===== config.mk =====
export PLATFORM = sky130hd
export DESIGN_NAME = spi_port_top
export DESIGN_NICKNAME = d
export VERILOG_FILES = /design/src/common/io_bus_pkg.sv /design/src/common/spi_pin_pkg.sv /design/src/hw/spi_regs.sv /design/src/spi/spi_shift_engine.sv /design/src/spi/spi_pin_stage.sv /design/src/hw/spi_port_top.sv
export VERILOG_INCLUDE_DIRS = /design/src /design/src/common
export SDC_FILE = /design/constraint.sdc
export NUM_CORES = 1
export LEC_CHECK = 0
export ABC_CLOCK_PERIOD_IN_PS = 3800
export BUFFER_PORTS_ARGS = -buffer_cell sky130_fd_sc_hd__buf_4
export CAP_MARGIN = 10
export CORE_ASPECT_RATIO = 1.2
export CORE_MARGIN = 4
export CORE_UTILIZATION = 50
export CTS_CLUSTER_DIAMETER = 40
export DETAILED_ROUTE_END_ITERATION = 8
export PLACE_DENSITY = 0.75
export SLEW_MARGIN = 25
export SYNTH_ARGS = -nofsm -noshare
export SYNTH_HDL_FRONTEND = slang
export SYNTH_HIERARCHICAL = 1
export SYNTH_SLANG_ARGS = --single-unit

===== constraint.sdc =====
create_clock -name pclk -period 3.8 [get_ports pclk]
set_input_delay 0.19 -clock pclk [delete_from_list [all_inputs] [get_ports pclk]]
set_output_delay 0.19 -clock pclk [all_outputs]
set_load 0.005 [all_outputs]

===== src/common/spi_settings.svh =====
`ifndef SPI_SETTINGS_SVH
`define SPI_SETTINGS_SVH

////////////////////////////////////////////////////////////
// I/O bus geometry
////////////////////////////////////////////////////////////

`define SPI_ADDR_W 12

////////////////////////////////////////////////////////////
// Flash channel register map
////////////////////////////////////////////////////////////

`define SPI_REG_PINS    12'h110 // Bit-bang pins, lane read-back
`define SPI_REG_START8  12'h111 // Start 8-bit transfer, rx read-back
`define SPI_REG_START16 12'h112 // Start 16-bit transfer, rx read-back
`define SPI_REG_IDLE    12'h113 // Engine idle in bit 0
`define SPI_REG_DIR     12'h114 // Quad lane direction, 1 = input
`define SPI_REG_QUAD    12'h115 // Quad mode enable

////////////////////////////////////////////////////////////
// Transfer counter start values
////////////////////////////////////////////////////////////

// Counter wraps at 32, so these set the transfer length
`define SPI_CNT_START8  5'd16
`define SPI_CNT_START16 5'd0

`endif


===== src/common/io_bus_pkg.sv =====
`include "spi_settings.svh"

`default_nettype none

package io_bus_pkg;

  ////////////////////////////////////////////////////////////
  // CPU side I/O bus
  ////////////////////////////////////////////////////////////

  typedef logic [`SPI_ADDR_W-1:0] io_addr_t;
  typedef logic [15:0]            io_data_t;

  // One request per clock, strobes last a single cycle
  typedef struct packed {
    logic     wr;    // Write strobe
    logic     rd;    // Read strobe
    io_addr_t addr;
    io_data_t wdata;
  } io_req_t;

endpackage

`default_nettype wire


===== src/common/spi_pin_pkg.sv =====
`default_nettype none

package spi_pin_pkg;

  // 3: IO3, 2: IO2, 1: MISO, 0: MOSI
  typedef logic [3:0] spi_lanes_t;

  // Pin order CS SCK IO3 IO2 MISO MOSI
  typedef struct packed {
    logic       cs;
    logic       sck;
    spi_lanes_t dq;
  } spi_pins_t;

  typedef struct packed {
    logic                 start8;  // Single-cycle strobe
    logic                 start16; // Single-cycle strobe
    io_bus_pkg::io_data_t tx;
    logic                 quad;
    logic                 dir;
  } spi_cmd_t;

  typedef logic [4:0] xfer_cnt_t;

  typedef enum logic {
    XFER_IDLE,
    XFER_RUN
  } xfer_state_t;

endpackage

`default_nettype wire


===== src/hw/spi_regs.sv =====
`include "spi_settings.svh"

`default_nettype none

module spi_regs (
  input  wire logic                    pclk,
  input  wire logic                    SCKclock,
  input  wire io_bus_pkg::io_req_t     req_i,
  input  wire io_bus_pkg::io_data_t    rx_i,
  input  wire logic                    idle_i,
  input  wire spi_pin_pkg::spi_lanes_t lanes_i,
  output spi_pin_pkg::spi_cmd_t        cmd_o,
  output spi_pin_pkg::spi_pins_t       bitbang_o,
  output io_bus_pkg::io_data_t         rd_data_o,
  output logic                         rd_valid_o
);
  import io_bus_pkg::*;
  import spi_pin_pkg::*;

  spi_pins_t bitbang_q;
  logic      dir_q;
  logic      quad_q;
  logic      wr_pins;
  logic      wr_start8;
  logic      wr_start16;
  logic      wr_dir;
  logic      wr_quad;
  io_data_t  rd_mux;
  io_data_t  rd_data_q;
  logic      rd_valid_q;

  function automatic logic wr_hit(input io_req_t req, input io_addr_t addr);
    return req.wr && (req.addr == addr);
  endfunction

  ////////////////////////////////////////////////////////////
  // Write decode
  ////////////////////////////////////////////////////////////

  assign wr_pins    = wr_hit(req_i, `SPI_REG_PINS);
  assign wr_start8  = wr_hit(req_i, `SPI_REG_START8);
  assign wr_start16 = wr_hit(req_i, `SPI_REG_START16);
  assign wr_dir     = wr_hit(req_i, `SPI_REG_DIR);
  assign wr_quad    = wr_hit(req_i, `SPI_REG_QUAD);

  always_ff @(posedge pclk or posedge SCKclock) begin
    if (SCKclock) begin
      bitbang_q <= '0;
      dir_q     <= 1'b0;
      quad_q    <= 1'b0;
    end else begin
      if (wr_pins)
        bitbang_q <= spi_pins_t'(req_i.wdata[5:0]);
      if (wr_dir)
        dir_q <= req_i.wdata[0];
      if (wr_quad)
        quad_q <= req_i.wdata[0];
    end
  end

  // Start strobes pass straight through with the write data
  assign cmd_o = '{
    start8:  wr_start8,
    start16: wr_start16,
    tx:      req_i.wdata,
    quad:    quad_q,
    dir:     dir_q
  };

  assign bitbang_o = bitbang_q;

  ////////////////////////////////////////////////////////////
  // Read back
  ////////////////////////////////////////////////////////////

  always_comb begin
    case (req_i.addr)
      `SPI_REG_PINS:    rd_mux = {12'd0, lanes_i};
      `SPI_REG_START8,
      `SPI_REG_START16: rd_mux = rx_i;
      `SPI_REG_IDLE:    rd_mux = {15'd0, idle_i};
      default:          rd_mux = '0;
    endcase
  end

  always_ff @(posedge pclk or posedge SCKclock) begin
    if (SCKclock) begin
      rd_valid_q <= 1'b0;
    end else begin
      rd_valid_q <= req_i.rd;
    end
  end

  always_ff @(posedge pclk) begin
    if (req_i.rd)
      rd_data_q <= rd_mux; // Held until the next read
  end

  assign rd_data_o  = rd_data_q;
  assign rd_valid_o = rd_valid_q;

endmodule

`default_nettype wire


===== src/spi/spi_shift_engine.sv =====
`include "spi_settings.svh"

`default_nettype none

module spi_shift_engine (
  input  wire logic                    pclk,
  input  wire logic                    SCKclock,
  input  wire spi_pin_pkg::spi_cmd_t   cmd_i,
  input  wire spi_pin_pkg::spi_lanes_t lanes_i,
  output spi_pin_pkg::spi_pins_t       pins_o,
  output spi_pin_pkg::spi_lanes_t      mask_o,
  output io_bus_pkg::io_data_t         rx_o,
  output logic                         idle_o
);
  import io_bus_pkg::*;
  import spi_pin_pkg::*;

  xfer_state_t state_q;
  xfer_cnt_t   cnt_q;
  xfer_cnt_t   cnt_step;
  xfer_cnt_t   cnt_next;
  xfer_cnt_t   cnt_load;
  io_data_t    shift_q;
  io_data_t    shift_next;
  io_data_t    tx_swap;
  spi_lanes_t  dq_out;
  logic        start;
  logic        sck;

  ////////////////////////////////////////////////////////////
  // Counter and clock
  ////////////////////////////////////////////////////////////

  assign start    = cmd_i.start8 | cmd_i.start16;
  assign cnt_load = cmd_i.start8 ? `SPI_CNT_START8 : `SPI_CNT_START16;
  assign cnt_step = cmd_i.quad ? 5'd4 : 5'd1;
  assign cnt_next = cnt_q + cnt_step;

  // Counter sits at zero while idle, which keeps SCK low
  assign sck = cmd_i.quad ? cnt_q[2] : cnt_q[0];

  ////////////////////////////////////////////////////////////
  // Shifter
  ////////////////////////////////////////////////////////////

  assign tx_swap = {cmd_i.tx[7:0], cmd_i.tx[15:8]}; // Low byte goes out first

  assign shift_next = cmd_i.quad ? {shift_q[11:0], lanes_i}
                                 : {shift_q[14:0], lanes_i[1]}; // MISO only

  always_ff @(posedge pclk or posedge SCKclock) begin
    if (SCKclock) begin
      state_q <= XFER_IDLE;
      cnt_q   <= '0;
      shift_q <= '0;
    end else if (start) begin
      // A new command also restarts a running transfer
      state_q <= XFER_RUN;
      cnt_q   <= cnt_load;
      shift_q <= tx_swap;
    end else begin
      case (state_q)
        XFER_RUN: begin
          cnt_q <= cnt_next;
          if (cnt_next == '0)
            state_q <= XFER_IDLE; // Wrap ends the transfer
          if (sck)
            shift_q <= shift_next;
        end
        default: begin
          state_q <= XFER_IDLE;
        end
      endcase
    end
  end

  ////////////////////////////////////////////////////////////
  // Outputs
  ////////////////////////////////////////////////////////////

  assign dq_out = cmd_i.quad ? shift_q[15:12] : {3'b000, shift_q[15]};

  assign pins_o = '{
    cs:  1'b0,  // Chip select is bit-bang only
    sck: sck,
    dq:  dq_out
  };

  assign mask_o = cmd_i.quad ? {4{cmd_i.dir}} : 4'b0010; // 1 = lane is input
  assign rx_o   = shift_q;
  assign idle_o = (state_q == XFER_IDLE);

endmodule

`default_nettype wire


===== src/spi/spi_pin_stage.sv =====
`default_nettype none

module spi_pin_stage (
  input  wire logic                    pclk,
  input  wire logic                    SCKclock,
  input  wire spi_pin_pkg::spi_pins_t  bitbang_i,
  input  wire spi_pin_pkg::spi_pins_t  engine_i,
  input  wire spi_pin_pkg::spi_lanes_t mask_i,
  input  wire spi_pin_pkg::spi_lanes_t dq_i,
  output spi_pin_pkg::spi_pins_t       pins_o,
  output spi_pin_pkg::spi_lanes_t      oe_o,
  output spi_pin_pkg::spi_lanes_t      lanes_o
);
  import spi_pin_pkg::*;

  spi_pins_t  pins_q;
  spi_lanes_t oe_q;
  spi_lanes_t dq_meta;
  spi_lanes_t dq_sync;

  always_ff @(posedge pclk or posedge SCKclock) begin
    if (SCKclock) begin
      pins_q  <= '0;
      oe_q    <= 4'b1101;        // Single mode, MISO is input
      dq_meta <= '0;
      dq_sync <= '0;
    end else begin
      pins_q  <= bitbang_i | engine_i;
      oe_q    <= ~mask_i;
      dq_meta <= dq_i;           // Pad input, first flop
      dq_sync <= dq_meta;
    end
  end

  assign pins_o  = pins_q;
  assign oe_o    = oe_q;
  assign lanes_o = dq_sync;

endmodule

`default_nettype wire


===== src/hw/spi_port_top.sv =====
`default_nettype none

module spi_port_top (
  input  wire logic                    pclk,
  input  wire logic                    SCKclock,
  input  wire io_bus_pkg::io_req_t     req_i,
  output io_bus_pkg::io_data_t         rd_data_o,
  output logic                         rd_valid_o,
  output spi_pin_pkg::spi_pins_t       pins_o,
  output spi_pin_pkg::spi_lanes_t      oe_o,
  input  wire spi_pin_pkg::spi_lanes_t dq_i
);
  import io_bus_pkg::*;
  import spi_pin_pkg::*;

  spi_cmd_t   cmd;
  spi_pins_t  bitbang;
  spi_pins_t  engine_pins;
  spi_lanes_t mask;
  spi_lanes_t lanes;       // Synchronized dq_i
  io_data_t   rx;
  logic       idle;

  spi_regs u_regs (
    .pclk       (pclk),
    .SCKclock   (SCKclock),
    .req_i      (req_i),
    .rx_i       (rx),
    .idle_i     (idle),
    .lanes_i    (lanes),
    .cmd_o      (cmd),
    .bitbang_o  (bitbang),
    .rd_data_o  (rd_data_o),
    .rd_valid_o (rd_valid_o)
  );

  spi_shift_engine u_engine (
    .pclk     (pclk),
    .SCKclock (SCKclock),
    .cmd_i    (cmd),
    .lanes_i  (lanes),
    .pins_o   (engine_pins),
    .mask_o   (mask),
    .rx_o     (rx),
    .idle_o   (idle)
  );

  spi_pin_stage u_pins (
    .pclk      (pclk),
    .SCKclock  (SCKclock),
    .bitbang_i (bitbang),
    .engine_i  (engine_pins),
    .mask_i    (mask),
    .dq_i      (dq_i),
    .pins_o    (pins_o),
    .oe_o      (oe_o),
    .lanes_o   (lanes)
  );

endmodule

`default_nettype wire


==> reports/qor.yml <==
r2r_slack_ns: 1.62
ys.flop_type: "dfrtp_1"
drt_iter0_markers: 186
diodes: 0
worstPathCellList: "buf_4, or4b_4, or4_4, nor3_1, or2_1, buf_4, nor4_1, a221o_1"
viasPerCell: 5.64
numCtsBuffers: 9
synthArstFlopShare_pct: 75.4
pre_cts_ws_ns: 0.924
grtUsageTotal_pct: 17.6
ys_ff_latch: 65
fillers: 484
yosysWarnings: 6
maxSlewViolCount: 0
cp_common_cell: "buf_4"
grt_max_degree: 23
gr-usage-met1_pct: 22.0
place_congestion: 0.830
max_freq_mhz: 391
synth_seq_area_share_pct: 53.8
grt-busiest-layer: "met2"
cp_slowest_cell: "or4b_4"
cts.sinks: 65
drv_cap: 0
clkSlewWorstSetupHoldPaths_ns: 0.08
worstPathArrival_ns: 2.78
reg2reg_depth: 4
port_buffers: 62
grt_pass1_wl_um: 10200
cts_setup_buffers: 0
powerDensity_mw_per_mm2: 374
core_area_mm2: 0.00609
wire_per_inst_um: 16.5
area_growth_pct: 18.0
dp.cells: 362
syn_area_mm2: 0.00318
setup.worst_path.end_class: "flop"
synth_edf_count: 16
layout_setup_ws_ns: 1.24
drt_wl_total_um: 6320
htree_levels: 3
cp.required_ns: 4.02
drive_gt1_share_pct: 33.6
fin_util_pct: 61.6
synth_commonest_cells: "dfrtp_1, buf_4, mux2i_1, nor4_1"
final_cells: 383
die_height_um: 95.3
start_util_pct: 52.2
post_dp_cell_area_mm2: 0.00350
worst_pin_slew_ns: 0.917
syn_avg_cell_area_um2: 12.5
drc: 0
min_period_ns: 2.56
hold_path.class: "in2reg"
fp-row-count: 31
grt_pass1_vias: 2087
setup_tns_ns: 0
p_leak_nw: 1.61
syn_nets: 294
hold_depth: 2
use_met3_pct: 5.01
clk_path_buf_depth: 2
post-synth-top-area-cell: "dfrtp_1"
grt.overflow.total: 0
postRouteAntennaNets: 0
synth_top_area_share_pct: 36.2
die_area_mm2: 0.00770
status: "complete, no violations"
num_vias: 2161
finalCritPeriodShare_pct: 67.3
fp.dieW_um: 80.8
yosysMostFrequentCell: "dfrtp_1"
slew_headroom_pct: 38.8
dp_hpwl_um: 4570
root_buffer: "clkbuf_8"
cts_tree: "done"
design_area_mm2: 0.00375
synthTopCellsByArea: "dfrtp_1, edfxtp_1, mux2i_1, buf_4, a221o_1"
critPathKind: "in2reg"
slowest_delay_ns: 0.59
hold_ws_ns: 0.0836
insertion_delay_ns: 0.34
setup_violations: 0
ios: 63
vdd_drop_max_v: 0.000275
nets: 335
rsz0062_at_grt: "false"
antenna_found_initial: 0
ys_types: 48
start_kind: "input pin"
finalHoldViolations: 0
grtUsageMet2_pct: 29.2
synth_cells: 255
drt_first_pass_iters: 5
p_total_mw: 1.40
clock_skew_ns: 0.0121
worstPathMaxFanout: 20
-- timing repair --
item / in CTS / in global routing
endpoints found under the hold margin: 13 / 0
gates resized for setup: 0 / 0
hold buffers: 5 / 0
-- routing by layer --
| metal | vias up | wire [um] |
|---|---|---|
| met3 | 10 | 381 |
| met5 | - | 0 |
| met2 | 63 | 3160 |
| met1 | 1078 | 2660 |
| met4 | 0 | 114 |
| li1 | 1010 | - |
-- critical path, delay by kind of cell --
family	cells	cell delay (ns)
buffers and inverters	2	0.41
AO/OA/AOI/OAI	1	0.28
AND/OR/NAND/NOR	5	1.89
-- state kept, by name (all words and copies together) (netlist names) --
| name | flops |
|---|---|
| u_pins/lanes_o | 4 |
| u_regs/bitbang_o | 6 |
| u_regs/dir_q | 1 |
| u_engine/cnt_q | 5 |
| u_pins/pins_o | 6 |
| u_engine/rx_o | 16 |
| u_regs/quad_q | 1 |
| u_pins/oe_o | 4 |
| u_engine/state_q | 1 |
| u_regs/rd_valid_o | 1 |
| u_regs/rd_data_o | 16 |
| u_pins/dq_meta | 4 |
-- layout make-up --
type	count	area, um2	area share (%)
sequential	65	1710	45.6
multi-input combinational	138	1150	30.8
timing repair buffer	70	538	14.4
clock buffer	9	124	3.30
tap	82	103	2.74
clock inverter	7	71.3	1.90
inverter	12	47.5	1.27
-- cells in the final DEF, fill, tap and decap left out, types with 3 or more instances in the layout --
cell type | Yosys | routed
a2bb2oi_1 | 3 | 3
dfstp_2 | 3 | 3
clkbuf_8 | 0 | 9
ha_1 | 3 | 3
or2_1 | 7 | 7
buf_4 | 25 | 65
nor2_1 | 9 | 9
a221o_1 | 16 | 16
inv_1 | 10 | 10
dfrtp_1 | 46 | 46
mux2_2 | 9 | 9
nor4_1 | 19 | 19
dlygate4sd3_1 | 0 | 5
and2_1 | 4 | 4
and3_1 | 12 | 12
mux2i_1 | 22 | 22
edfxtp_1 | 16 | 16
-- where the power goes --
group	internal (mW)	total, mW	leakage, nW	switching (mW)
registers	0.730	0.739	0.702	0.00903
clock network	0.301	0.565	0.0929	0.263
logic	0.0512	0.0977	0.819	0.0465
total	1.08	1.40	1.61	0.319
-- kinds of logic (layout without fill, tap and decap cells) --
kind of cell / Yosys count / count (layout) / synth area share (%)
DFF: 65 / 65 / 53.8
xor gates and xnor gates: 3 / 3 / 0.827
muxes: 32 / 32 / 10.8
adders and majority gates: 3 / 3 / 1.18
and+or+nand+nor: 70 / 70 / 15.0
other: 1 / 1 / 0.118
buffers and inverters: 52 / 98 / 9.84
AOI/OAI and AO/OA: 29 / 29 / 8.42
-- path summary, 6_finish.rpt --
kind	end	start
setup / recovery	u_engine/rx_o[11]$_DFFE_PP0P_	req_i[23]
hold / removal	u_engine/rx_o[14]$_DFFE_PP0P_	req_i[6]
setup reg to reg	u_engine/rx_o[4]$_DFFE_PP0P_	u_regs/quad_q$_DFFE_PP0P_
hold reg to reg	u_pins/lanes_o[3]$_DFF_PP0_	u_pins/dq_meta[3]$_DFF_PP0_
max in group asynchronous	u_engine/rx_o[1]$_DFFE_PP0P_	SCKclock
min in group asynchronous	u_regs/rd_valid_o$_DFF_PP0_	SCKclock
(Power assumes the default switching activity.)
